## config.mk

```make
export PLATFORM = sky130hd
export DESIGN_NAME = trace_frontend
export DESIGN_NICKNAME = d
export VERILOG_FILES = /design/src/hdl/trace_pkg.sv /design/src/hdl/trace_deserializer.sv /design/src/hdl/sync_tracker.sv /design/src/hdl/pattern_matcher.sv /design/src/hdl/trace_frontend.sv
export VERILOG_INCLUDE_DIRS = /design/src /design/src/hdl
export SDC_FILE = /design/constraint.sdc
export NUM_CORES = 1
export LEC_CHECK = 0
export BUFFER_PORTS_ARGS = -buffer_cell sky130_fd_sc_hd__buf_2
export CAP_MARGIN = 20
export CORE_AREA = 4 4 248 250
export CTS_CLUSTER_DIAMETER = 30
export CTS_CLUSTER_SIZE = 12
export DETAILED_ROUTE_END_ITERATION = 7
export DIE_AREA = 0 0 252 254
export SYNTH_ARGS = -nofsm -noshare
export SYNTH_HDL_FRONTEND = slang
export SYNTH_HIERARCHICAL = 1
export SYNTH_SLANG_ARGS = --single-unit
```

## constraint.sdc

```tcl
create_clock -name fe_clk -period 6.2 [get_ports fe_clk]
set_clock_uncertainty 0.1 [all_clocks]
set_input_delay 1.24 -clock fe_clk [delete_from_list [all_inputs] [get_ports fe_clk]]
set_output_delay 1.24 -clock fe_clk [all_outputs]
set_load 0.01 [all_outputs]
```

## src/hdl/trace_consts.svh

```systemverilog
// trace front end constants
`ifndef TRACE_CONSTS_SVH
`define TRACE_CONSTS_SVH

////////////////////
// window and lanes

`define TRACE_WINDOW_W      64       // shift window, bits
`define TRACE_LANES         4        // parallel trace pins
`define TRACE_WIDTH_W       3        // trace width field, holds 1/2/4

////////////////////
// match rules

`define TRACE_NUM_RULES     4        // fixed rule count
`define TRACE_COUNT_W       8        // per-rule match counter, wraps

////////////////////
// sync frame detect

// full sync frame is 7fff_ffff on the wire, head checked at the top of the window
`define TRACE_SYNC_HEAD_W   16
`define TRACE_SYNC_HEAD     16'h7fff
`define TRACE_SYNC_TAIL_W   8
`define TRACE_SYNC_TAIL     8'hff    // low byte of the window

// byte alignment counter after lock
// wraps at 8, so width 1 gets one strobe per wrap
`define TRACE_ALIGN_W       3

`endif

```

## src/hdl/trace_pkg.sv

```systemverilog
// trace front end types
`default_nettype none
`include "trace_consts.svh"

package trace_pkg;

   ////////////////////
   // plain vectors

   // window as seen by sync and match logic, bit 0 oldest
   typedef logic [`TRACE_WINDOW_W-1:0] window_t;

   typedef logic [`TRACE_LANES-1:0]     lanes_t;        // raw trace pins
   typedef logic [`TRACE_WIDTH_W-1:0]   trace_width_t;  // 1, 2 or 4 lanes in use
   typedef logic [`TRACE_NUM_RULES-1:0] rule_mask_t;    // one bit per rule
   typedef logic [`TRACE_COUNT_W-1:0]   match_count_t;

   ////////////////////
   // structs

   // one match rule, compare is (window & mask) == (pattern & mask)
   typedef struct packed {
      window_t pattern;
      window_t mask;
      logic    enable;       // rule active
      logic    trig_enable;  // rule may fire trigger, also matches outside capture
   } rule_cfg_t;

   // sync tracker to matcher
   // strobe marks a byte-aligned window while locked
   typedef struct packed {
      window_t window;
      logic    strobe;
   } window_beat_t;

   // captured on every match event
   typedef struct packed {
      rule_mask_t rules;     // which rules hit
      window_t    data;      // window at the strobe
   } match_report_t;

endpackage

`default_nettype wire

```

## src/hdl/trace_deserializer.sv

```systemverilog
// parallel trace deserializer
`default_nettype none
`include "trace_consts.svh"

module trace_deserializer (
   input  wire                          fe_clk,
   input  wire                          reset,
   input  wire trace_pkg::lanes_t       trace_data,
   input  wire trace_pkg::trace_width_t trace_width,
   output trace_pkg::window_t           window
);

   // newest bits enter at bit 0, oldest fall off the top
   trace_pkg::window_t shift_buf;

   ////////////////////
   // shift in

   // target clock mode only, one chunk per fe_clk
   // lane 0 is the earliest bit of each chunk, so it lands highest
   always_ff @(posedge fe_clk) begin
      if (reset) begin
         shift_buf <= '0;
      end
      else begin
         case (trace_width)
            3'd4: begin
               shift_buf <= {shift_buf[`TRACE_WINDOW_W-5:0],
                             trace_data[0],
                             trace_data[1],
                             trace_data[2],
                             trace_data[3]};
            end
            3'd2: begin
               shift_buf <= {shift_buf[`TRACE_WINDOW_W-3:0],
                             trace_data[0],
                             trace_data[1]};   // lanes 2/3 idle
            end
            default: begin
               // width 1, lane 0 only
               shift_buf <= {shift_buf[`TRACE_WINDOW_W-2:0], trace_data[0]};
            end
         endcase
      end
   end

   ////////////////////
   // bit reverse

   // exposed window has the oldest bit at 0
   // so byte order matches the order the target sent it
   always_comb begin
      for (int i = 0; i < `TRACE_WINDOW_W; i++) begin
         window[i] = shift_buf[`TRACE_WINDOW_W-1-i];
      end
   end

   ////////////////////
   // checks

   // width register must hold a legal lane count outside reset
   // any other value would shift by one lane but never strobe
   assert property (@(posedge fe_clk) disable iff (reset)
      trace_width inside {3'd1, 3'd2, 3'd4})
   else
      $error("illegal trace width %0d", trace_width);

endmodule

`default_nettype wire

```

## src/hdl/sync_tracker.sv

```systemverilog
// trace sync lock and byte strobe
`default_nettype none
`include "trace_consts.svh"

module sync_tracker (
   input  wire                          fe_clk,
   input  wire                          reset,
   input  wire trace_pkg::window_t      window,
   input  wire trace_pkg::trace_width_t trace_width,
   input  wire                          resync,
   output logic                         locked,
   output trace_pkg::window_beat_t      beat
);

   trace_pkg::trace_width_t   trace_width_r;   // width of the last shift
   logic [`TRACE_ALIGN_W-1:0] align_cnt;       // chunks past the byte boundary
   logic                      width_change;
   logic                      sync_seen;
   logic                      byte_aligned;
   logic                      strobe;

   ////////////////////
   // lock detect

   assign width_change = (trace_width != trace_width_r);   // old alignment is void

   // head at the top of the window and tail in the low byte
   // catches runs of full or half sync frames
   assign sync_seen =
      (window[`TRACE_WINDOW_W-1 -: `TRACE_SYNC_HEAD_W] == `TRACE_SYNC_HEAD) &&
      (window[`TRACE_SYNC_TAIL_W-1:0] == `TRACE_SYNC_TAIL);

   always_ff @(posedge fe_clk) begin
      if (reset) begin
         locked        <= 1'b0;
         align_cnt     <= '0;
         trace_width_r <= '0;
      end
      else begin
         trace_width_r <= trace_width;
         // resync or a new width drops lock until the next sync frame
         if (resync || width_change) begin
            locked    <= 1'b0;
            align_cnt <= '0;
         end
         else if (!locked && sync_seen) begin
            // lock edge itself shifts one more chunk past the boundary
            locked    <= 1'b1;
            align_cnt <= {{(`TRACE_ALIGN_W-1){1'b0}}, 1'b1};
         end
         else if (locked) begin
            align_cnt <= align_cnt + 1'b1;   // free running and wraps
         end
      end
   end

   ////////////////////
   // byte strobe

   // 8 bits per byte divided by lanes per cycle
   // every 2 cycles at width 4, 4 at width 2, 8 at width 1
   always_comb begin
      case (trace_width_r)
         3'd4:    byte_aligned = (align_cnt[0] == 1'b0);
         3'd2:    byte_aligned = (align_cnt[1:0] == 2'b00);
         3'd1:    byte_aligned = (align_cnt == '0);
         default: byte_aligned = 1'b0;          // never aligned on a bad width
      endcase
   end

   assign strobe = locked && byte_aligned;

   // matcher samples the window on strobe only
   assign beat = '{window: window, strobe: strobe};

   ////////////////////
   // checks

   // strobe only while locked, and never on the first locked cycle
   // that cycle is one chunk past the byte boundary
   assert property (@(posedge fe_clk) disable iff (reset)
      beat.strobe |-> (locked && $past(locked)))
   else
      $error("byte strobe while unlocked");

endmodule

`default_nettype wire

```

## src/hdl/pattern_matcher.sv

```systemverilog
// trace pattern matcher and trigger
`default_nettype none
`include "trace_consts.svh"

module pattern_matcher (
   input  wire                          fe_clk,
   input  wire                          reset,
   input  wire trace_pkg::window_beat_t beat,
   input  wire trace_pkg::rule_cfg_t    rules [`TRACE_NUM_RULES],
   input  wire                          capturing,
   input  wire                          arm,
   input  wire                          ext_trig,
   input  wire                          ext_trig_enable,
   output logic                         match_event,
   output trace_pkg::match_report_t     report,
   output trace_pkg::match_count_t      counts [`TRACE_NUM_RULES],
   output logic                         trigger
);

   trace_pkg::rule_mask_t match_bits;     // strobe qualified hits this cycle
   trace_pkg::rule_mask_t match_bits_r;   // hits at the previous strobe
   trace_pkg::rule_mask_t trig_en;        // per-rule trigger enables
   logic                  capturing_r;
   logic                  ext_trig_r;
   logic                  pattern_edge;
   logic                  ext_edge;

   ////////////////////
   // rule compare

   always_comb begin
      for (int r = 0; r < `TRACE_NUM_RULES; r++) begin
         trig_en[r] = rules[r].trig_enable;
         // trig-enabled rules also match outside capture so they can arm a trigger
         match_bits[r] =
            ((beat.window & rules[r].mask) == (rules[r].pattern & rules[r].mask)) &&
            rules[r].enable &&
            beat.strobe &&
            (capturing_r || rules[r].trig_enable);
      end
   end

   ////////////////////
   // trigger

   // edge taken over strobes rather than cycles
   // a rule that keeps matching byte after byte fires only once
   assign pattern_edge = (arm || capturing) &&
                         (|(match_bits & trig_en)) &&
                         !(|(match_bits_r & trig_en));

   assign ext_edge = ext_trig && !ext_trig_r && ext_trig_enable;   // rising only

   always_ff @(posedge fe_clk) begin
      if (reset) begin
         capturing_r  <= 1'b0;
         ext_trig_r   <= 1'b0;
         match_bits_r <= '0;
         trigger      <= 1'b0;
      end
      else begin
         capturing_r <= capturing;
         ext_trig_r  <= ext_trig;
         if (beat.strobe) begin
            match_bits_r <= match_bits;   // hold between strobes
         end
         trigger <= pattern_edge || ext_edge;
      end
   end

   ////////////////////
   // capture and count

   always_ff @(posedge fe_clk) begin
      if (reset) begin
         match_event <= 1'b0;
         report      <= '0;
      end
      else begin
         match_event <= |match_bits;
         if (|match_bits) begin
            report <= '{rules: match_bits, data: beat.window};   // snapshot at strobe
         end
      end
   end

   // one counter per rule and several may bump together
   always_ff @(posedge fe_clk) begin
      if (reset) begin
         for (int r = 0; r < `TRACE_NUM_RULES; r++) begin
            counts[r] <= '0;
         end
      end
      else begin
         for (int r = 0; r < `TRACE_NUM_RULES; r++) begin
            if (match_bits[r]) begin
               counts[r] <= counts[r] + 1'b1;   // wraps without saturation
            end
         end
      end
   end

   ////////////////////
   // checks

   // pattern edges are a strobe apart and ext edges need a low cycle between
   assert property (@(posedge fe_clk) disable iff (reset)
      trigger |=> !trigger)
   else
      $error("trigger held for two cycles");

endmodule

`default_nettype wire

```

## src/hdl/trace_frontend.sv

```systemverilog
// parallel trace front end top
`default_nettype none
`include "trace_consts.svh"

module trace_frontend (
   input  wire                          fe_clk,
   input  wire                          reset,
   // trace port
   input  wire trace_pkg::lanes_t       trace_data,
   input  wire trace_pkg::trace_width_t trace_width,
   // control levels and pulses
   input  wire                          resync,
   input  wire                          capturing,
   input  wire                          arm,
   input  wire                          ext_trig,
   input  wire                          ext_trig_enable,
   input  wire trace_pkg::rule_cfg_t    rules [`TRACE_NUM_RULES],
   // status and results
   output logic                         locked,
   output logic                         match_event,
   output trace_pkg::match_report_t     report,
   output trace_pkg::match_count_t      counts [`TRACE_NUM_RULES],
   output logic                         trigger
);

   wire trace_pkg::window_t      window;   // bit-reversed shift buffer
   wire trace_pkg::window_beat_t beat;     // window plus byte strobe

   ////////////////////
   // producer

   trace_deserializer u_deser (
      .fe_clk      (fe_clk),
      .reset       (reset),
      .trace_data  (trace_data),
      .trace_width (trace_width),
      .window      (window)
   );

   ////////////////////
   // lock and strobe

   sync_tracker u_sync (
      .fe_clk      (fe_clk),
      .reset       (reset),
      .window      (window),
      .trace_width (trace_width),
      .resync      (resync),
      .locked      (locked),
      .beat        (beat)
   );

   ////////////////////
   // consumer

   pattern_matcher u_match (
      .fe_clk          (fe_clk),
      .reset           (reset),
      .beat            (beat),
      .rules           (rules),
      .capturing       (capturing),
      .arm             (arm),
      .ext_trig        (ext_trig),
      .ext_trig_enable (ext_trig_enable),
      .match_event     (match_event),
      .report          (report),
      .counts          (counts),
      .trigger         (trigger)
   );

endmodule

`default_nettype wire

```

# [After elaboration in Yosys (flattened, before gate mapping)]
# Cells that the tools add are included.
[totals] reg_bits=179 input_bits=534 word_cells=85
[classes] add_sub_neg=5 n_eq_ne=12 muxes=4 bitwise_logic=11 n_reduce_logical=37
[ops] op="$and 64x64->64" n=8
[ops] op="$eq 64x64->1" n=4
[ops] op="$pmux 64 s2" n=1
[ops] op="$add 8x1->8 const B" n=4
[ops] op="$logic_and 1x1->1" n=19
[ops] op="$eq 16x15->1 const B" n=1
[ops] op="$reduce_or 4->1" n=3
[ops] op="$and 4x4->4" n=2
[ops] op="$eq 8x8->1 const B" n=1
[ops] op="$logic_or 1x1->1" n=7
[ops] op="$eq 3x2->1 const B" n=2
[ops] op="$eq 3x3->1 const B" n=2
[ops] op="$add 3x1->3 const B" n=1
[ops] op="$eq 3x1->1 const B" n=1
[ops] op="$logic_not 1->1" n=3
[ops] op="$logic_not 3->1" n=1
[ops] op="$ne 3x3->1" n=1
[ops] op="$pmux 1 s3" n=1
[ops] op="$reduce_or 3->1" n=1
[ops] op="$logic_not 2->1" n=1
[ops] op="$mux 1" n=2
[ops] op="$reduce_bool 2->1" n=1
[ops] op="$reduce_or 2->1" n=1
[ops] op="$not 1->1" n=1

# [Longest topological paths before layout]
[logic_depth] word_depth=10 ltp_mapped=17 depth_no_buf=13

# [Modules after synthesis]
# The synthesis kept the hierarchy.
[modules_own_cells] mod="pattern_matcher" instances=1 cells_each=1165 area_per_inst_um2=9848.2 seq_area_each_um2=2162.1
[modules_own_cells] mod="trace_deserializer" instances=1 cells_each=294 area_per_inst_um2=3086.7 seq_area_each_um2=1281.2
[modules_own_cells] mod="sync_tracker" instances=1 cells_each=110 area_per_inst_um2=907.1 seq_area_each_um2=140.1

# [Least setup slack after synthesis]
# Ideal clock, no wire load.
[synth_timing] path_type="input to register" start="input rules[119] (netlist name)" end="register u_match/counts[7] (netlist name)" setup_ns=0.070 arrival_ns=2.876 path_slack_ns=3.154 cell_stages=7 cell_sequence="xor2_1 -> a22oi_1 -> nand4_1 -> nor4b_4 -> nand3_4 -> or4_1 -> a21oi_1"
[synth_between] elab_chain_len=5
[synth_rtl] item="start: declaration" line="trace_frontend.sv:17" rtl="input wire trace_pkg::rule_cfg_t rules [`TRACE_NUM_RULES],"
[synth_rtl] item="$and 64x64->64" line="pattern_matcher.sv:36" rtl="((beat.window & rules[r].mask) == (rules[r].pattern & rules[r].mask)) &&"
[synth_rtl] item="$eq 64x64->1" line="pattern_matcher.sv:36"
[synth_rtl] item="$logic_and 1x1->1" line="pattern_matcher.sv:36"
[synth_rtl] item="$logic_and 1x1->1" line="pattern_matcher.sv:37" rtl="rules[r].enable &&"
[synth_rtl] item="$logic_and 1x1->1" line="pattern_matcher.sv:38" rtl="beat.strobe &&"
[synth_rtl] item="end signal: indexed assignment" line="pattern_matcher.sv:97" rtl="counts[r] <= counts[r] + 1'b1;"
[synth_rtl] item="end: declaration" line="pattern_matcher.sv:16" rtl="output trace_pkg::match_count_t counts [`TRACE_NUM_RULES],"
# No other way between the ends.
# A chain may end at the register's enable or synchronous reset.

==> reports/results.ini <==
[outcome]
status=finished clean

[critical_path]
reg2reg_to=u_match/report[12]$_SDFFE_PP0P_
worstSetupEndpointType=flop
cp_num_buf_inv=4
slowest_delay_ns=0.61
crit_cells=16
cp.arrival_ns=4.57
cp_top_family=simple AND/OR/NAND/NOR gates
crit_path_start=u_sync/align_cnt[0]$_SDFFE_PP0P_
crit_type=flop to flop
cp_slowest_cell=nand3_1
crit_path_end=u_match/report[12]$_SDFFE_PP0P_
required_ns=6.43
rr_startpoint=u_sync/align_cnt[0]$_SDFFE_PP0P_
path_cells=inv_1 > ha_1 > nand2b_1 > nor3_1 > nor2_1 > nor3b_1 > buf_4 > o211ai_1 > buf_4 > a21oi_1 > nand3_1 > nor4_1 > nand3_1 > and4_4 > buf_4 > mux2i_1
cp-start-kind=flop
regToRegSetupSlack_ns=1.86
crit_top_cell=buf_4
cp_max_fo=39
r2r_cells=16

[global_route]
grt_pass1_wl_mm=119.5
grt_max_degree=132
grt.overflow.total=0
antenna_found_initial=46
grt_use_total_pct=27.22
grt_pass1_vias=14660

[timing]
min_period_ns=4.344
finalHoldViolCount=0
fmax_mhz=230.2
relSlewSlack_pct=24.70
finalCritPeriodShare_pct=70.07
setup_tns_ns=0
rsz0062_at_grt=false
slew_violations=0
worstMarginPinSlew_ns=1.128
setup_viol=0

[synth]
synthesis.instances=1569
synth-edff-count=0
synth_area_per_cell_um2=8.822
synth_commonest_cells=260 x xor2_1, 182 x a22oi_1, 179 x dfxtp_1
synth_fp_nets=2109
ys_seq_area_share_pct=25.89
ys_ff_latch=179
synth.most_common_cell=xor2_1
syn-cell-area_mm2=0.01384
yosys_warnings=6
yosysTopAreaCell=dfxtp_1
yosysTopAreaCellShare_pct=25.89
ys_async_sr_fraction_pct=0
synth_area_leaders=dfxtp_1 26%, xor2_1 16%, a22oi_1 9.9%
synth_cell_type_count=57
ys.flop_type=dfxtp_1

[drt]
num_vias=14970
finalWirelength_mm=92.49
wl_per_cell_um=32.25
drtPass1Iterations=6
route.detailed.drc=0
wl_met3_mm=6.927
initialDrtViolationCount=1542
routed.top_layer=met5
dr_wl_met2_mm=44.42
detail-route-antenna-nets=0
via_per_inst=5.219
met1_length_mm=37.51

[placed_design]
placed_cell_area_mm2=0.01710
io_buffer_count=636
dp.cells=2826
gp_congestion=0.9360
place.detailed.hpwl_mm=76.25

[floorplanning]
die_h_um=254
start_util_pct=23.45
rows=89
die_area_mm2=0.06401
coreArea_mm2=0.05902
die_w_um=252
pin_count=637

[layout]
fillers=6498
fin_cells=2868
syn2layout_area_growth_pct=28.29
nets=2613
drive_above_1_share_pct=38.47
design_area_mm2=0.01776

[cts]
numCtsBuffers=17
cts_buffer_depth=2
worstSkewPairLatency_ns=0.46
post_cts_buffers=0
clock_sinks=179
htree_levels=4
cts_root_buf=clkbuf_16
hold_buffers=0
cts_tree=yes
postCtsResizedCells=0
path_clk_slew_ns=0.08

[pwr]
power_density_mw_per_mm2=198.9
p_leak_uw=0.008479
peakVddDrop_mv=0.2027

[worst_hold_path]
hold_path.class=flop to flop

[flow_run]
max_cap_violations=0

## worst min-delay path by stage
stage / startpoint / end / slack (ns) / cells after the start
finish: u_match/report[40]$_SDFFE_PP0P_ / u_match/report[40]$_SDFFE_PP0P_ / 0.38 / 2
global placement: u_match/report[38]$_SDFFE_PP0P_ / u_match/report[38]$_SDFFE_PP0P_ / 0.36 / 2
CTS: u_match/report[26]$_SDFFE_PP0P_ / u_match/report[26]$_SDFFE_PP0P_ / 0.38 / 2
global route: u_match/match_bits_r[1]$_SDFFE_PP0P_ / u_match/match_bits_r[1]$_SDFFE_PP0P_ / 0.40 / 2
detailed placement: u_match/report[26]$_SDFFE_PP0P_ / u_match/report[26]$_SDFFE_PP0P_ / 0.36 / 2
floorplan: u_match/match_bits_r[1]$_SDFFE_PP0P_ / u_match/match_bits_r[1]$_SDFFE_PP0P_ / 0.35 / 2
## where the power goes
part / total (µW) / switching, µW / leakage (µW) / internal (µW)
registers: 1320 / 141 / 0.00145 / 1180
logic: 999 / 600 / 0.00673 / 399
clock network: 1210 / 534 / 0.000293 / 678
## cell families after synthesis
family | synth area share (%)
and+or+nand+nor | 16.32
muxes | 5.243
buffers and inverters | 11.07
adders and majority gates | 0.5423
AOI/OAI and AO/OA | 24.01
xor gates and xnor gates | 16.93
DFF | 25.89
## registers in the layout, summed over array words and instances, names as in the netlist
| register | count |
|---|---|
| u_sync/locked | 1 |
| u_match/match_bits_r | 4 |
| u_match/match_event | 1 |
| u_sync/trace_width_r | 3 |
| u_deser/shift_buf | 64 |
| u_match/capturing_r | 1 |
| u_match/report | 68 |
| u_match/counts | 32 |
| u_match/trigger | 1 |
| u_match/ext_trig_r | 1 |
| u_sync/align_cnt | 3 |
## per-stage QoR
stage / total power [µW] / setup WS [ns] / utilization [%] / hold WS (ns)
final: 3532 / 1.856 / 30.09 / 0.3760
after global routing: 3650 / 1.576 / 30.06 / 0.3963
after CTS: 3543 / 1.579 / 30.03 / 0.3755
after detailed placement: 2336 / 1.233 / 28.98 / 0.3624
after global placement: 2337 / 1.279 / 28.98 / 0.3594
after floorplan: 1815 / 3.154 / - / 0.3493
## worst min-delay path, stage by stage, from the launching register on
cell and delay, ns:
dfxtp_1 0.31, nand2b_1 0.06, mux2i_1 0.06
## cell type report
class / instances / area, µm² / share of cell area (%)
clock buffers: 17 / 425.4 / 2.396
diodes: 10 / 25.02 / 0.1409
flip-flops and latches: 179 / 3583 / 20.18
repair buffers: 680 / 3535 / 19.90
inverters: 75 / 282.8 / 1.592
multi-input cells: 1120 / 8741 / 49.22
well taps: 773 / 967.2 / 5.446
clock inverters: 14 / 198.9 / 1.120
## per-layer routing
layer  up-vias  GRT usage, %
li1       6696             -
met1      7208         32.85
met2       862         47.30
met3       175         6.704
met4        28         9.442
met5         -             0
## cells in the final DEF, fill, tap and decap left out, drive strengths merged, types with 60 or more instances in the layout
| cell type | count |
|---|---|
| buf | 679 |
| o22ai | 66 |
| dfxtp | 179 |
| nand2 | 60 |
| mux2i | 68 |
| a22oi | 187 |
| nand2b | 133 |
| inv | 79 |
| a221oi | 67 |
| nand4 | 76 |
| xor2 | 260 |
No activity file was read; power rests on OpenSTA's default activity.
